$ cat config.mk
export PLATFORM = sky130hd
export DESIGN_NAME = video_fetch_top
export DESIGN_NICKNAME = d
export VERILOG_FILES = /design/src/source/video_pkg.sv /design/src/source/video_sync.sv /design/src/source/video_addrgen.sv /design/src/source/fetch_req_port.sv /design/src/source/video_fetch_top.sv
export SDC_FILE = /design/constraint.sdc
export NUM_CORES = 1
export LEC_CHECK = 0
export ABC_AREA = 1
export BUFFER_PORTS_ARGS = -buffer_cell sky130_fd_sc_hd__buf_2
export CAP_MARGIN = 25
export CELL_PAD_IN_SITES_DETAIL_PLACEMENT = 0
export CELL_PAD_IN_SITES_GLOBAL_PLACEMENT = 1
export CORE_AREA = 2 2 105 107
export DETAILED_ROUTE_END_ITERATION = 16
export DIE_AREA = 0 0 107 109
export PLACE_DENSITY_LB_ADDON = 0.2
export SLEW_MARGIN = 25
export SYNTH_ARGS = -nofsm -noshare
export SYNTH_HDL_FRONTEND = slang
export SYNTH_SLANG_ARGS = --single-unit
$ cat constraint.sdc
create_clock -name clk -period 8.3 [get_ports clk]
set_clock_uncertainty 0.15 [all_clocks]
set_input_delay 1.245 -clock clk [delete_from_list [all_inputs] [get_ports clk]]
set_output_delay 1.245 -clock clk [all_outputs]
set_load 0.005 [all_outputs]
$ cat src/source/video_pkg.sv
package video_pkg;

	// dram word address, 2M words
	typedef logic [20:0] video_addr_t;

	// tile-map page base, upper address byte
	typedef logic [7:0] page_t;

	// scroll offset in pixels
	// same width for xs and ys
	typedef logic [8:0] scroll_t;

	// outstanding request credits
	// limits up to 15
	typedef logic [3:0] credit_t;

	// video mode
	typedef enum logic
	{
		// classic pixel + attribute screen
		VM_ZX,
		// tile-map entries, one or two planes
		VM_TILE
	} video_mode_t;

	// request port fsm
	typedef enum logic [1:0]
	{
		// nothing fetched since reset
		FS_IDLE,
		// issuing the words of the current line
		FS_LINE,
		// line count reached, wait for next line
		FS_DONE
	} fetch_state_t;

endpackage

$ cat src/source/video_sync.sv
`timescale 1ns/10ps

module video_sync #(
	parameter int H_TOTAL        = 448,
	parameter int V_TOTAL        = 320,
	parameter int V_ACTIVE_START = 64,
	parameter int V_ACTIVE_LINES = 192
) (
	input  logic clk,
	input  logic rst_n,
	output logic int_start,
	output logic line_start,
	output logic yctr_init,
	output logic vpix
);

	localparam int HW = (H_TOTAL > 1) ? $clog2(H_TOTAL) : 1;
	localparam int VW = (V_TOTAL > 1) ? $clog2(V_TOTAL) : 1;

	// raster position
	logic [HW-1:0] hctr;
	logic [HW-1:0] hctr_nxt;
	logic [VW-1:0] vctr;
	logic [VW-1:0] vctr_nxt;
	logic          h_wrap;
	logic          v_wrap;

	// next raster position
	always_comb
	begin
		h_wrap   = (hctr == HW'(H_TOTAL - 1));
		v_wrap   = (vctr == VW'(V_TOTAL - 1));
		hctr_nxt = h_wrap ? '0 : hctr + 1'b1;
		vctr_nxt = vctr;
		if (h_wrap)
		begin
			// line wraps, step to next line or back to line 0
			vctr_nxt = v_wrap ? '0 : vctr + 1'b1;
		end
	end

	// counters start at the last clock of the frame
	// so the first clock after reset opens line 0
	always_ff @(posedge clk or negedge rst_n)
	begin
		if (!rst_n)
		begin
			hctr <= HW'(H_TOTAL - 1);
			vctr <= VW'(V_TOTAL - 1);
		end
		else
		begin
			hctr <= hctr_nxt;
			vctr <= vctr_nxt;
		end
	end

	// decoded events, registered so they line up with the counters
	always_ff @(posedge clk or negedge rst_n)
	begin
		if (!rst_n)
		begin
			int_start  <= 1'b0;
			line_start <= 1'b0;
			yctr_init  <= 1'b0;
			vpix       <= 1'b0;
		end
		else
		begin
			// first clock of every line
			line_start <= h_wrap;
			// first clock of line 0
			int_start  <= h_wrap && (vctr_nxt == '0);
			// first clock of the first active line
			yctr_init  <= h_wrap && (vctr_nxt == VW'(V_ACTIVE_START));
			// whole active lines
			vpix       <= (vctr_nxt >= VW'(V_ACTIVE_START)) &&
				(vctr_nxt < V_ACTIVE_START + V_ACTIVE_LINES);
		end
	end

endmodule

$ cat src/source/video_addrgen.sv
`timescale 1ns/10ps

module video_addrgen (
	input  logic                    clk,
	input  logic                    rst_n,
	input  logic                    int_start,
	input  logic                    fetch_start,
	input  logic                    yctr_init,
	input  logic                    line_start,
	input  logic                    video_next,
	input  video_pkg::video_mode_t  mode,
	input  logic                    scr_page,
	input  video_pkg::page_t        tp,
	input  video_pkg::scroll_t      xs,
	input  video_pkg::scroll_t      ys,
	input  logic                    tp1en,
	output video_pkg::video_addr_t  video_addr,
	output logic                    addr_valid
);

	// zx counter
	// [0] attr or pix, [4:1] word in line, [12:5] screen line
	logic [12:0] zxctr;
	logic [12:0] zx_nxt;

	// tile counters
	// xctr: [0] plane, [6:1] column before scroll
	// yctr: [2:0] line in tile, [8:3] row before scroll
	logic [7:0]  xctr;
	logic [7:0]  x_nxt;
	logic [8:0]  yctr;

	// first load of the line, one clock after fetch_start
	logic        fetch_start_r;
	logic        ld_addr;

	logic [11:0] zx_pix;
	logic [11:0] zx_attr;
	logic [5:0]  tile_row;
	logic [5:0]  tile_col;

	video_pkg::video_addr_t addr_zx;
	video_pkg::video_addr_t addr_tile;
	video_pkg::video_addr_t addr_sel;

	// counters as they stand after this clock
	// the address register loads from these
	assign zx_nxt = video_next ? zxctr + 13'd1 : zxctr;
	// without plane 1 the count skips bit 0
	assign x_nxt  = video_next ? xctr + (tp1en ? 8'd1 : 8'd2) : xctr;

	always_ff @(posedge clk or negedge rst_n)
	begin
		if (!rst_n)
			zxctr <= '0;
		else if (int_start)
			zxctr <= '0;
		else
			zxctr <= zx_nxt;
	end

	always_ff @(posedge clk or negedge rst_n)
	begin
		if (!rst_n)
			xctr <= '0;
		else if (fetch_start)
			xctr <= '0;
		else
			xctr <= x_nxt;
	end

	// y counter only moves on lines that fetch
	always_ff @(posedge clk or negedge rst_n)
	begin
		if (!rst_n)
			yctr <= '0;
		else if (line_start)
		begin
			if (yctr_init)
				yctr <= '0;
			else if (fetch_start)
				yctr <= yctr + 9'd1;
		end
	end

	// zx pixel word, third / char line / row swap
	assign zx_pix  = {zx_nxt[12:11], zx_nxt[7:5], zx_nxt[10:8], zx_nxt[4:1]};
	// attribute word from the character row
	assign zx_attr = {3'b110, zx_nxt[12:8], zx_nxt[4:1]};
	// fixed screen prefix and page bit
	assign addr_zx = {6'b000001, scr_page, 2'b10, (zx_nxt[0] ? zx_attr : zx_pix)};

	// scroll adds at tile granularity, 6 bit sums wrap mod 64
	assign tile_row  = yctr[8:3] + ys[8:3];
	assign tile_col  = x_nxt[6:1] + xs[8:3];
	// page 8, row 6, column 6, plane 1
	assign addr_tile = {tp, tile_row, tile_col, x_nxt[0]};

	assign addr_sel = (mode == video_pkg::VM_ZX) ? addr_zx : addr_tile;
	assign ld_addr  = video_next || fetch_start_r;

	always_ff @(posedge clk or negedge rst_n)
	begin
		if (!rst_n)
		begin
			fetch_start_r <= 1'b0;
			addr_valid    <= 1'b0;
		end
		else
		begin
			fetch_start_r <= fetch_start;
			// invalid while the first word of the new line loads
			if (fetch_start)
				addr_valid <= 1'b0;
			else if (fetch_start_r)
				addr_valid <= 1'b1;
		end
	end

	// address register
	always_ff @(posedge clk)
	begin
		if (ld_addr)
			video_addr <= addr_sel;
	end

endmodule

$ cat src/source/fetch_req_port.sv
`timescale 1ns/10ps

module fetch_req_port #(
	parameter int CREDITS = 4
) (
	input  logic                    clk,
	input  logic                    rst_n,
	input  logic                    line_start,
	input  logic                    vpix,
	input  video_pkg::video_mode_t  mode,
	input  logic                    tp1en,
	input  logic                    credit_ret,
	input  logic                    addr_valid,
	input  video_pkg::video_addr_t  video_addr,
	output logic                    fetch_start,
	output logic                    video_next,
	output logic                    req_valid,
	output video_pkg::video_addr_t  req_addr
);

	video_pkg::fetch_state_t state;
	video_pkg::credit_t      credits;

	// requests issued in this line, up to 64
	logic [6:0] req_cnt;
	logic [6:0] req_limit;
	logic       issue;
	logic       last_req;

	// every active line starts a fetch
	assign fetch_start = line_start && vpix;

	// two planes in tile mode double the word count
	assign req_limit = (mode == video_pkg::VM_TILE && tp1en) ? 7'd64 : 7'd32;

	// no issue while a new line restarts the address generator
	assign issue = (state == video_pkg::FS_LINE) && addr_valid &&
		(credits != '0) && !fetch_start;
	assign last_req = issue && (req_cnt == req_limit - 7'd1);

	assign req_valid  = issue;
	assign video_next = issue;
	assign req_addr   = video_addr;

	// line fsm and request count
	always_ff @(posedge clk or negedge rst_n)
	begin
		if (!rst_n)
		begin
			state   <= video_pkg::FS_IDLE;
			req_cnt <= '0;
		end
		else if (fetch_start)
		begin
			// count restarts even if the last line stalled
			state   <= video_pkg::FS_LINE;
			req_cnt <= '0;
		end
		else if (last_req)
		begin
			state   <= video_pkg::FS_DONE;
			req_cnt <= '0;
		end
		else if (issue)
			req_cnt <= req_cnt + 7'd1;
	end

	// credit counter
	// request and return in the same clock cancel out
	always_ff @(posedge clk or negedge rst_n)
	begin
		if (!rst_n)
			credits <= video_pkg::credit_t'(CREDITS);
		else if (issue && !credit_ret)
			credits <= credits - 1'b1;
		else if (credit_ret && !issue)
			credits <= credits + 1'b1;
	end

endmodule

$ cat src/source/video_fetch_top.sv
`timescale 1ns/10ps

module video_fetch_top #(
	parameter int H_TOTAL        = 448,
	parameter int V_TOTAL        = 320,
	parameter int V_ACTIVE_START = 64,
	parameter int V_ACTIVE_LINES = 192,
	parameter int CREDITS        = 4
) (
	input  logic                    clk,
	input  logic                    rst_n,
	input  video_pkg::video_mode_t  mode,
	input  logic                    scr_page,
	input  video_pkg::page_t        tp,
	input  video_pkg::scroll_t      xs,
	input  video_pkg::scroll_t      ys,
	input  logic                    tp1en,
	input  logic                    credit_ret,
	output logic                    req_valid,
	output video_pkg::video_addr_t  req_addr
);

	// raster events
	logic int_start;
	logic line_start;
	logic yctr_init;
	logic vpix;

	// address generator handshake
	logic                   fetch_start;
	logic                   video_next;
	logic                   addr_valid;
	video_pkg::video_addr_t video_addr;

	video_sync #(
		.H_TOTAL        (H_TOTAL),
		.V_TOTAL        (V_TOTAL),
		.V_ACTIVE_START (V_ACTIVE_START),
		.V_ACTIVE_LINES (V_ACTIVE_LINES)
	) u_sync (.clk, .rst_n, .int_start, .line_start, .yctr_init, .vpix);

	video_addrgen u_addrgen (
		.clk, .rst_n, .int_start, .fetch_start, .yctr_init, .line_start, .video_next,
		.mode, .scr_page, .tp, .xs, .ys, .tp1en,
		.video_addr, .addr_valid
	);

	fetch_req_port #(
		.CREDITS (CREDITS)
	) u_req_port (
		.clk, .rst_n, .line_start, .vpix, .mode, .tp1en, .credit_ret,
		.addr_valid, .video_addr,
		.fetch_start, .video_next, .req_valid, .req_addr
	);

endmodule

* Word level (Yosys, flattened, before mapping) *
Cells that the tools add are included.

word-level totals
  register bits = 88
  bits in latches = 0
  bits in writable memories = 0
  bits in read-only memories = 0
  input port bits = 32
  logic and storage cells = 81
  memories kept = 0

cells by class
  add/subtract/negate cells = 11
  multiply operators = 0
  div/mod/pow operators = 0
  $lt $le $gt $ge = 2
  equality and inequality tests = 5
  shift operators = 0
  muxes and demuxes = 22
  bitwise logic cells = 0
  reduce and logical (&&, ||, !) cells = 24

operators with widths
  kind                                                                   count
  9-bit 2-to-1 mux                                                       5
  7-bit 2-to-1 mux                                                       4
  9-bit by 1-bit adder with 9-bit output, second input constant          3
  13-bit 2-to-1 mux                                                      2
  9-bit == test, second input constant                                   2
  8-bit 2-to-1 mux                                                       2
  15-bit 2-to-1 mux                                                      1
  13-bit by 1-bit adder with 13-bit output, second input constant        1
  6-bit adder                                                            2
  12-bit 2-to-1 mux                                                      1
  1-bit logical AND                                                      11
  2-bit nonzero test                                                     5
  9-bit by 7-bit == test with 1-bit output, second input constant        1
  9-bit by 7-bit >= comparator with 1-bit output, second input constant  1
  9-bit zero test                                                        1
  9-bit less-than comparator, second input constant                      1
  8-bit adder                                                            1
  4-bit 2-to-1 mux                                                       2
  7-bit by 1-bit adder with 7-bit output, second input constant          1
  7-bit == test                                                          1
  7-bit by 1-bit subtractor with 7-bit output, second input constant     1
  2-bit 2-to-1 mux                                                       3
  4-bit by 1-bit adder with 4-bit output, second input constant          1
  4-bit nonzero test                                                     1
  other kinds (7)                                                        10

* Longest topological paths before layout *
Gate-level depths: netlist of the first run.

  depth after elaboration = 8
  mapped depth = 18
  depth with buffers taken out = 18

* Cells and area by module *
From an unflattened synthesis of the first run, not the netlist that was laid out.

second synthesis, totals
  cells, all modules = 617
  area total of the unflattened synthesis = 5,158.7 sq um

modules (own cells, without submodules)
  module          instances  cells each  area an instance (sq um)  seq. area each (sq um)
  video_addrgen   1          340         2,952.8                   1,406.3
  video_sync      1          154         1,222.4                   569.3
  fetch_req_port  1          123         983.4                     326.6

* Least setup slack after synthesis of the first run *
Ideal clock, no wire load.

  path kind = in2reg
  start point = in tp1en
  end point = reg u_addrgen.video_addr[6] (data pin)
  setup time = 0.254 ns
  data arrival time = 3.120 ns
  data required time = 7.896 ns
  setup slack = 4.777 ns
  cell stages on the path = 17
  path buffers = 0
  path through = ha_1 > inv_1 > fa_1 > inv_1 > nand2_1 > xor2_1 > inv_1 > ha_1 > nand3_1 > nand3b_1 > nand2_1 > nand2_1 > a21o_1 > inv_1 > nand2_1 > nand3_1 > nand2_1

between the ends
  cells in the longest elaborated chain, start to end = 5

RTL lines
  what                       RTL line               source
  start: declaration         video_fetch_top.sv:17  input logic tp1en,
  2-bit 2-to-1 mux           video_addrgen.sv:50    assign x_nxt = video_next ? xctr + (tp1en ? 8'd1 : 8'd2) : xctr;
  8-bit adder                video_addrgen.sv:50
  8-bit 2-to-1 mux           video_addrgen.sv:50
  6-bit adder                video_addrgen.sv:95    assign tile_col = x_nxt[6:1] + xs[8:3];
  15-bit 2-to-1 mux          video_addrgen.sv:99    assign addr_sel = (mode == video_pkg::VM_ZX) ? addr_zx : addr_tile;
  net u_addrgen.addr_sel[6]  video_addrgen.sv:44    video_pkg::video_addr_t addr_sel;
  end signal: assignment     video_addrgen.sv:124   video_addr <= addr_sel;
  end: declaration           video_addrgen.sv:17    output video_pkg::video_addr_t video_addr,

The timed path passes the listed nets, and every way through them passes these cells. The select of a mux whose other input is x is not followed.
A chain may end at the register's enable or synchronous reset.

* Final worst setup path of the first run *
  start point = reg u_req_port.credits[2]
  end point = out req_valid

between the ends
  cells in the longest elaborated chain, start to end = 3

RTL lines
  what                      RTL line               source
  start: declaration        fetch_req_port.sv:22   video_pkg::credit_t credits;
  start signal: assignment  fetch_req_port.sv:73   credits <= video_pkg::credit_t'(CREDITS);
  start signal: assignment  fetch_req_port.sv:75   credits <= credits - 1'b1;
  start signal: assignment  fetch_req_port.sv:77   credits <= credits + 1'b1;
  4-bit nonzero test        fetch_req_port.sv:38   (credits != '0) && !fetch_start;
  1-bit logical AND         fetch_req_port.sv:37   assign issue = (state == video_pkg::FS_LINE) && addr_valid &&
  1-bit logical AND         fetch_req_port.sv:38
  end: declaration          video_fetch_top.sv:19  output logic req_valid,

No other way between the ends.

==> results of run 1 <==
critical path: stages (launching register included):
cell and delay (ns):
dfstp_2 0.54, nor2_1 0.04, nand3_1 0.10, nand3_1 0.48, inv_2 0.58, buf_2 0.20
per-stage QoR:
step           area [um2]  std cells
2_1_floorplan        4762        574
3_3_place_gp         5136        754
3_5_place_dp         5136        754
4_1_cts              5345        770
5_1_grt              5345        770
6_report             5345        770
cell type report:
| cell class | instances | area [um2] | area share |
|---|---|---|---|
| clock buffers | 11 | 152.6 | 0.02856 |
| clock inverters | 5 | 56.30 | 0.01053 |
| inverters | 81 | 304.0 | 0.05688 |
| multi-input cells | 398 | 2112 | 0.3951 |
| flip-flops and latches | 87 | 2302 | 0.4307 |
| well taps | 140 | 175.2 | 0.03277 |
| repair buffers | 48 | 242.7 | 0.04541 |
registers in the layout (all words and copies together), names as in the netlist:
| register | count |
|---|---|
| u_addrgen.addr_valid | 1 |
| u_addrgen.fetch_start_r | 1 |
| u_addrgen.video_addr | 21 |
| u_addrgen.xctr | 7 |
| u_addrgen.yctr | 9 |
| u_addrgen.zxctr | 13 |
| u_req_port.credits | 4 |
| u_req_port.req_cnt | 7 |
| u_req_port.state | 2 |
| u_sync.hctr | 9 |
| u_sync.int_start | 1 |
| u_sync.line_start | 1 |
| u_sync.vctr | 9 |
| u_sync.vpix | 1 |
| u_sync.yctr_init | 1 |
power by group through the flow:
stage | clock [mW] | combinational, mW | sequential, mW
floorplan | 0 | 0.0432 | 0.465
global placement | 0 | 0.0644 | 0.467
detailed placement | 0 | 0.0673 | 0.466
CTS | 0.328 | 0.0681 | 0.458
global route | 0.344 | 0.0788 | 0.459
finish | 0.314 | 0.0661 | 0.458
cells by family (layout without fill, tap and decap cells):
group,count (synthesis),in the layout
AO/OA/AOI/OAI,64,64
XOR/XNOR,26,26
adder cells (fa/ha/maj),24,24
buffers and inverters,89,145
flip-flops,87,87
multiplexers,2,2
AND/OR/NAND/NOR,282,282
how the worst max path moves through the flow:
stage | from | to | slack [ns] | cells past startpoint
2_1_floorplan | tp1en | u_addrgen.video_addr[6] | 4.78 | 17
3_3_place_gp | tp1en | u_addrgen.video_addr[6] | 4.38 | 18
3_5_place_dp | tp1en | u_addrgen.video_addr[6] | 4.35 | 18
4_1_cts | u_req_port.credits[2] | req_valid | 4.54 | 5
5_1_grt | u_req_port.credits[2] | u_addrgen.video_addr[6] | 4.27 | 17
6_report | u_req_port.credits[2] | req_valid | 4.60 | 5
placed cells by master, fill, tap and decap left out, types with 2 or more instances in the layout:
cell        n
nand4_1     5
nand2_1   139
o21ai_0    23
o21ai_1     3
nor2_1     66
ha_1       20
edfxtp_1   21
nor3b_1     2
buf_2      47
mux2i_1     2
nor2_2      4
a21oi_1    31
xnor2_1     7
xor2_1     19
clkbuf_8    9
and3_1      3
nand3_1    37
clkinv_2    2
o21a_1      2
dfrtp_1    50
o22ai_1     2
or2_2       7
inv_1      79
dfstp_2    16
nor3_1     15
fa_1        4
per-layer routing:
metal,vias up,part of all wire,track usage
met5,-,0,0
met4,0,0.016,0.06308
met3,13,0.032,0.03646
met2,45,0.51,0.3103
met1,1698,0.45,0.2068
li1,1933,-,-
==> flow_summary.yaml, run 1 <==
critical_path:
  arrival_ns: 2.30
  cp-start-kind: "register"
  crit_type: "reg2out"
  r2r_start: "u_req_port.credits[2]"
  path_max_fanout: 28
  worst_ep_required_time_ns: 6.90
  rrSetupSlack_ns: 4.69
  cp-end-kind: "output pin"
  rr_endpoint: "u_addrgen.video_addr[6]"
  reg2regPathDepth: 17
pwr:
  p_sw_uw: 203.1
  leakage_nw: 2.665
  clkPwrFrac: 0.375
  p_seq_frac: 0.546
  combPwrFrac: 0.079
  p_total_uw: 838.0
  p_int_uw: 634.9
  peakVddDrop_v: 0.00007287
  p_per_area_mw_per_mm2: 156.8
  sw_frac_of_total: 0.2424
synth:
  synth_most_common_cell: "nand2_1"
  synth_top_family_by_area: "simple AND/OR/NAND/NOR gates"
  synth_cells: 574
  synth-edff-count: 21
  synth_commonest_cells: "nand2_1, inv_1, nor2_1"
  synth.ff_latch_count: 87
  async_flop_share: 0.7586
  synth_seq_area_share: 0.4834
  synth-simple-area-share: 0.2517
  synth_top_area_frac: 0.2627
  muxShareOfSynthArea: 0.004204
  yosysTopAreaCell: "dfrtp_1"
  syn_nets: 630
  syn_avg_cell_area_um2: 8.296
  synth_xor_area_frac: 0.04782
  ys.warnings.count: 0
  synth_fa_ha_area_frac: 0.06936
  synth_compound_area_frac: 0.07042
  synth.top_cells.by_area: "dfrtp_1, edfxtp_1, nand2_1"
  synthDistinctLibCells: 36
  synth_ff_type: "dfrtp_1"
  syn_area_mm2: 0.004762
route:
  drt_iter0_drc: 158
  post_drt_wl_per_cell_um: 12.01
  vias: 3689
  ant_nets: 0
  drc: 0
  postRouteWirelength_um: 9251
  routed_via_density: 4.791
  dr.pass1.iters: 5
floorplan:
  top_level_ports: 54
  die_area_mm2: 0.01166
  die_width_um: 107
  row_count: 38
  core_area_mm2: 0.01060
  initial_utilization: 0.4491
  die_h_um: 109
clocking:
  cts_tree: "done"
  cts_setup_buffers: 0
  cts_buffer_depth: 2
  clock_latency_ns: 0.36
  cts_buffers: 9
  cts.clk_slew.worst_paths_ns: 0.08
  clock-sinks: 87
  ctsResizeCount: 0
  clockRootBuffer: "clkbuf_8"
  cts_hold_buf: 0
  cts_max_level: 3
sta:
  fin_setup_tns_ns: 0
  setup_viol_count_final: 0
  tightest_slew_ns: 0.9060
  worst_slack_ns: 4.603
  report.final.slew_viol_count: 0
  grt_setup_unrepaired: "no"
  hold_ws_ns: 0.3262
  period_share: 0.4454
  finalHoldViolCount: 0
  relSlewSlack: 0.3945
  timing.fmax_mhz: 270.5
  final.min_clock_period_ns: 3.697
final_layout:
  layout-drive-gt1-share: 0.1492
  area_growth_pct: 12.24
  num-fill-cells: 1039
  diodes: 0
  fin_util: 0.5041
  final_nets: 681
worst_hold_path:
  holdPathEnd: "u_req_port.credits[3]"
  min_from: "u_req_port.credits[3]"
  hold_path_class: "reg2reg"
  holdPathStages: 1
global_routing:
  grt_use_total: 0.1735
  antenna_found_initial: 0
  grt_first_pass_wirelength_um: 15860
  grt_overflow: 0
  grt_max_degree: 67
  grt_pass1_vias: 3572
outcome:
  status: "finished clean"
placed_design:
  pre_cts_ws_ns: 4.346
  dp_hpwl_um: 6750
  portBuffers: 47
  gp_congestion: 0.7924
run:
  max-cap-violations: 0
(Power assumes the default switching activity.)
==> run 2, diff against run 1 <==
CORE_AREA = 2 2 108 110   (was 2 2 105 107)
DIE_AREA = 0 0 110 112   (was 0 0 107 109)
clock period = 3.48 ns   (was 8.3 ns; I/O delays follow)
==> run 2 against run 1 <==
Effect of this change:
- utilization is 1.1 points lower
- die area increased by 5.6%
- critical path type is now reg2reg
- cell count increased by 1.4%
- sequential power up 140%
- largest cell class unchanged
- highest routed layer unchanged
==> flow_summary.yaml, run 2 (synthesis gave the netlist of run 1 again) <==
pwr:
  peakVddDrop_v: 0.0002826
  p_sw_uw: 527.2
  sw_frac_of_total: 0.2331
  p_int_mw: 1.734
  clkPwrFrac: 0.444
  leakage_nw: 2.749
  p_per_area_mw_per_mm2: 410.2
  p_total_mw: 2.261
  combPwrFrac: 0.072
  p_seq_frac: 0.485
final_layout:
  final_nets: 689
  regMostFlops: "u_addrgen.video_addr"
  final_common_cell: "nand2_1"
  reg_top3: "u_addrgen.video_addr: 21 flops, u_addrgen.zxctr: 13 flops"
  stdcell_count: 781
  layout-drive-gt1-share: 0.1599
  largest_reg_flops: 21
  layout_common_cells: "nand2_1, inv_1, nor2_1"
  area_growth_pct: 15.76
  diodes: 0
placed_design:
  dp_hpwl_um: 7041
  gp_congestion: 0.7742
  placedCellCount: 764
  portBuffers: 47
sta:
  tightest_slew_ns: 0.4963
  relSlewSlack: 0.6691
  timing.fmax_mhz: 345.3
  period_share: 0.8322
  grt_setup_unrepaired: "no"
  report.final.slew_viol_count: 0
  final.min_clock_period_ns: 2.896
  setup_viol_count_final: 0
  fin_setup_tns_ns: 0
  finalHoldViolCount: 0
global_routing:
  grt_overflow: 0
  grt_use_total: 0.1672
  antenna_found_initial: 0
  grt_pass1_vias: 3527
  grt_first_pass_wirelength_um: 16060
  grt_max_degree: 28
critical_path:
  reg2regPathDepth: 16
  cpLargestDelayFamily: "simple AND/OR/NAND/NOR gates"
  rrSetupSlack_ns: 0.58
  worst_ep_required_time_ns: 3.44
  critical_path_buf_inv_count: 2
  critPathSlowestCell: "dfstp_2"
  cp-end-kind: "register"
  path_max_fanout: 7
  cp-start-kind: "register"
  r2r_start: "u_req_port.credits[2]"
  rr_endpoint: "u_addrgen.video_addr[6]"
  crit_type: "reg2reg"
  max_stage_delay_ns: 0.55
  arrival_ns: 2.85
  path_cells: "nor2_1 -> nand3_1 -> nand3_1 -> nor2_1 -> xor2_1 -> inv_1 -> ha_1 -> nand3_1 -> nand3b_1 -> nand2_1 -> nand2_1 -> a21o_1 -> inv_1 -> nand2_1 -> nand3_1 -> nand2_1"
floorplan:
  top_level_ports: 54
  die_area_mm2: 0.01232
  core_area_mm2: 0.01117
  initial_utilization: 0.4262
  die_h_um: 112
  die_width_um: 110
  row_count: 39
worst_hold_path:
  holdPathEnd: "u_addrgen.video_addr[15]"
  holdPathStages: 2
  hold_path_class: "in2reg"
  min_from: "tp[2]"
clocking:
  ctsResizeCount: 0
  clock_latency_ns: 0.35
  cts_setup_buffers: 0
  cts.clk_slew.worst_paths_ns: 0.06
  cts_buffer_depth: 2
  cts_tree: "done"
  cts_max_level: 3
  cts_buffers: 9
  clock-sinks: 87
  clockRootBuffer: "clkbuf_16"
route:
  ant_nets: 0
  dr.pass1.iters: 4
  vias: 3704
  postRouteWirelength_um: 9395
  routed_via_density: 4.743
  drt_iter0_drc: 193
  drc: 0
  post_drt_wl_per_cell_um: 12.03
run:
  max-cap-violations: 0
outcome:
  status: "finished clean"
-- run 2: cell types whose count changed in the layout (fill, tap and decap cells not counted) --
cell,before,now
clkbuf_16,1,9
clkbuf_8,9,1
buf_4,1,8
clkinv_2,2,0
inv_6,0,2
clkbuf_1,1,0
clkbuf_4,0,1
dlygate4sd3_1,0,1
-- run 2: layout make-up --
class | instances | area, um2
fillers | 1090 | 5662
flip-flops and latches | 87 | 2302
multi-input cells | 398 | 2112
repair buffers | 56 | 305.3
inverters | 81 | 304.0
clock buffers | 11 | 246.5
well taps | 143 | 178.9
clock inverters | 5 | 63.81
-- run 2: what timing repair did --
action / in CTS / in global routing
endpoints found under the setup margin: 0 / 0
hold buffers: 1 / 0
endpoints found under the hold margin: 18 / 0
-- run 2: worst register-to-register path, cell delays in order (launching register included) --
cell and delay (ns):
dfstp_2 0.55, nor2_1 0.04, nand3_1 0.10, nand3_1 0.28, nor2_1 0.21, xor2_1 0.22
inv_1 0.07, ha_1 0.33, nand3_1 0.10, nand3b_1 0.09, nand2_1 0.09, nand2_1 0.06
a21o_1 0.16, inv_1 0.05, nand2_1 0.05, nand3_1 0.07, nand2_1 0.05
-- run 2: routing by layer --
layer / wire length (um) / global-route usage
met1: 4303 / 0.2083
met2: 4612 / 0.2826
met3: 300 / 0.02810
met4: 179 / 0.07089
met5: 0 / 0
-- run 2: metrics by stage --
step / area [um2] / hold slack [ns] / worst slack (ns) / util
global placement: 5192 / 0.3160 / 0.3403 / 0.4647
global route: 5513 / 0.2845 / 0.2702 / 0.4933
detailed placement: 5192 / 0.3191 / 0.2714 / 0.4647
finish: 5513 / 0.2819 / 0.5838 / 0.4933
floorplan: 4762 / 0.07641 / 0.6795 / -
CTS: 5513 / 0.2716 / 0.5575 / 0.4933
-- run 2: worst max-delay path by stage --
stage,from,endpoint,slack (ns),cells after the start
5_1_grt,u_req_port.credits[2],u_addrgen.video_addr[6],0.27,17
2_1_floorplan,tp1en,u_addrgen.video_addr[6],0.68,17
4_1_cts,u_req_port.credits[2],u_addrgen.video_addr[6],0.56,17
6_report,u_req_port.credits[2],u_addrgen.video_addr[6],0.58,16
3_3_place_gp,tp1en,u_addrgen.video_addr[6],0.34,18
3_5_place_dp,tp1en,u_addrgen.video_addr[6],0.27,18
-- run 2: power by group through the flow --
stage	Clock (mW)	Sequential (mW)	Combinational (mW)
3_3_place_gp	0	1.11	0.160
6_report	1.00	1.10	0.162
2_1_floorplan	0	1.11	0.103
5_1_grt	1.07	1.10	0.190
4_1_cts	1.03	1.10	0.166
3_5_place_dp	0	1.11	0.163
==> run 3, diff against run 2 <==
CORE_AREA = 2 2 113 115   (was 2 2 108 110)
DIE_AREA = 0 0 115 117   (was 0 0 110 112)
clock period = 2.65 ns   (was 3.48 ns; I/O delays follow)
==> run 3 against run 2 <==
Effect of this change:
- the run now ends with hold timing, setup timing left
- via count rose by 3.6%
- first-iteration DRC count is 14% higher
- clock power increased by 36%
- sequential power is 30% higher
- utilization shrank 1.8 points
- global-route usage shrank 0.51 points
- routed wire length increased by 9.4%
- sequential share of layout area decreased by 2.4 points
- cell area grew 6.2%
- count of clock-buffer cells in the layout up 1
- die area up 9.2%
- fmax rose by 7.8%
==> flow_summary.yaml, run 3 (synthesis gave the netlist of run 1 again) <==
critical_path:
  cp-end-kind: "register"
  path_max_fanout: 2
  reg2regPathDepth: 17
  path_common_cell: "nand2_1"
  critPathSlowestCell: "fa_2"
  arrival_ns: 2.63
  max_stage_delay_ns: 0.36
  rrSetupSlack_ns: -0.04
  r2r_start: "u_addrgen.xctr[0]"
  worst_ep_required_time_ns: 2.59
  crit_type: "reg2reg"
  rr_endpoint: "u_addrgen.video_addr[6]"
  cp-start-kind: "register"
  path_cells: "ha_2 -> inv_2 -> fa_2 -> inv_2 -> nand2_2 -> xor2_2 -> inv_1 -> ha_1 -> nand3_2 -> nand3b_1 -> nand2_2 -> nand2_1 -> a21o_1 -> inv_1 -> nand2_1 -> nand3_1 -> nand2_1"
clocking:
  cts_buffers: 9
  cts_buffer_depth: 2
  cts.clk_slew.worst_paths_ns: 0.06
  clock_latency_ns: 0.33
  cts_tree: "done"
  clockRootBuffer: "clkbuf_16"
  clock-sinks: 87
  cts_max_level: 3
sta:
  worst_slack_ns: -0.03655
  hold_ws_ns: -0.01486
  setup_viol_count_final: 2
  report.final.slew_viol_count: 0
  finalHoldViolCount: 25
  grt_setup_unrepaired: "yes"
  final.min_clock_period_ns: 2.687
  relSlewSlack: 0.4914
  period_share: 1.014
  timing.fmax_mhz: 372.2
  fin_setup_tns_ns: -0.05761
  tightest_slew_ns: 0.7629
route:
  post_drt_wl_per_cell_um: 12.59
  ant_nets: 0
  drt_iter0_drc: 220
  dr.pass1.iters: 4
  postRouteWirelength_um: 10280
  routed_via_density: 4.703
  drc: 0
  vias: 3838
final_layout:
  area_growth_pct: 22.94
  regMostFlops: "u_addrgen.video_addr"
  diodes: 0
  layout-drive-gt1-share: 0.2282
  layout_common_cells: "nand2_1, inv_1, nor2_1"
  num-fill-cells: 1223
  fin_area_mm2: 0.005854
  fin_util: 0.4755
  largest_reg_flops: 21
  reg_top3: "u_addrgen.video_addr: 21 flops, u_addrgen.zxctr: 13 flops"
  final_common_cell: "nand2_1"
  final_nets: 717
run:
  max-cap-violations: 0
placed_design:
  portBuffers: 47
  gp_congestion: 0.8193
  dp_hpwl_um: 7443
  placed_cell_area_mm2: 0.005354
  pre_cts_ws_ns: -0.2589
floorplan:
  die_area_mm2: 0.01346
  die_h_um: 117
  top_level_ports: 54
  initial_utilization: 0.3868
  die_width_um: 115
  core_area_mm2: 0.01231
  row_count: 41
worst_hold_path:
  hold_path_class: "in2async"
pwr:
  p_per_area_mw_per_mm2: 522.7
  clkPwrFrac: 0.443
  p_seq_frac: 0.468
  leakage_nw: 2.896
  p_total_mw: 3.060
  p_int_mw: 2.388
  combPwrFrac: 0.089
  peakVddDrop_v: 0.0002897
  sw_frac_of_total: 0.2196
  p_sw_uw: 671.9
global_routing:
  grt_max_degree: 31
  antenna_found_initial: 0
  grt_pass1_vias: 3689
  grt_overflow: 0
  grt_first_pass_wirelength_um: 17080
  grt_use_total: 0.1621
outcome:
  status: "complete, but fails checks"
  violations: "hold timing, setup timing"
==> run 3: repair_timing <==
item | 4_1_cts | 5_1_grt
gates resized for setup | 15 | 11
endpoints found under the setup margin | 4 | 5
setup buffers | 9 | 4
hold buffers | 0 | 0
pin swaps | 7 | 13
==> run 3: cell type report <==
cell class	count	area (um2)	share of cell area
multi-input cells	398	2215	0.3783
repair buffers	84	529.3	0.09040
clock inverters	4	70.07	0.01197
well taps	150	187.7	0.03206
clock buffers	12	246.5	0.04210
flip-flops and latches	87	2302	0.3932
inverters	81	304.0	0.05193
==> run 3: worst max-delay path by stage <==
stage	cells after the start	from	end
6_report	17	u_addrgen.xctr[0]	u_addrgen.video_addr[6]
5_1_grt	17	u_addrgen.xctr[0]	u_addrgen.video_addr[6]
4_1_cts	17	u_addrgen.xctr[0]	u_addrgen.video_addr[6]
3_5_place_dp	19	tp1en	u_addrgen.video_addr[6]
3_3_place_gp	19	tp1en	u_addrgen.video_addr[6]
2_1_floorplan	16	u_req_port.state[1]	u_addrgen.video_addr[6]
==> run 3: metal layers <==
metal,track usage,wire length (um)
met5,0,0
met4,0.05462,23
met3,0.03759,233
met2,0.2769,5098
met1,0.2036,4920
==> run 3: power by group through the flow <==
stage,Combinational [mW],Sequential (mW),Clock (mW)
after floorplan,0.136,1.46,0
after global placement,0.250,1.46,0
after detailed placement,0.254,1.46,0
after CTS,0.272,1.43,1.41
after global routing,0.315,1.44,1.44
final,0.273,1.43,1.36
==> run 3: worst max-delay path, delay by kind of cell, from the launching register on <==
family | cells | cell delay (ns)
flops | 1 | 0.35
xor+xnor | 1 | 0.15
simple gates | 8 | 0.56
buf+inv | 4 | 0.23
compound gates | 1 | 0.17
fa+ha+maj | 3 | 0.83
==> run 3: per-stage QoR <==
stage | hold slack (ns) | std cells
floorplan | -0.04809 | 574
global placement | 0.3166 | 788
detailed placement | 0.3253 | 788
CTS | 0.003613 | 813
global route | 0.03108 | 816
finish | -0.01486 | 816
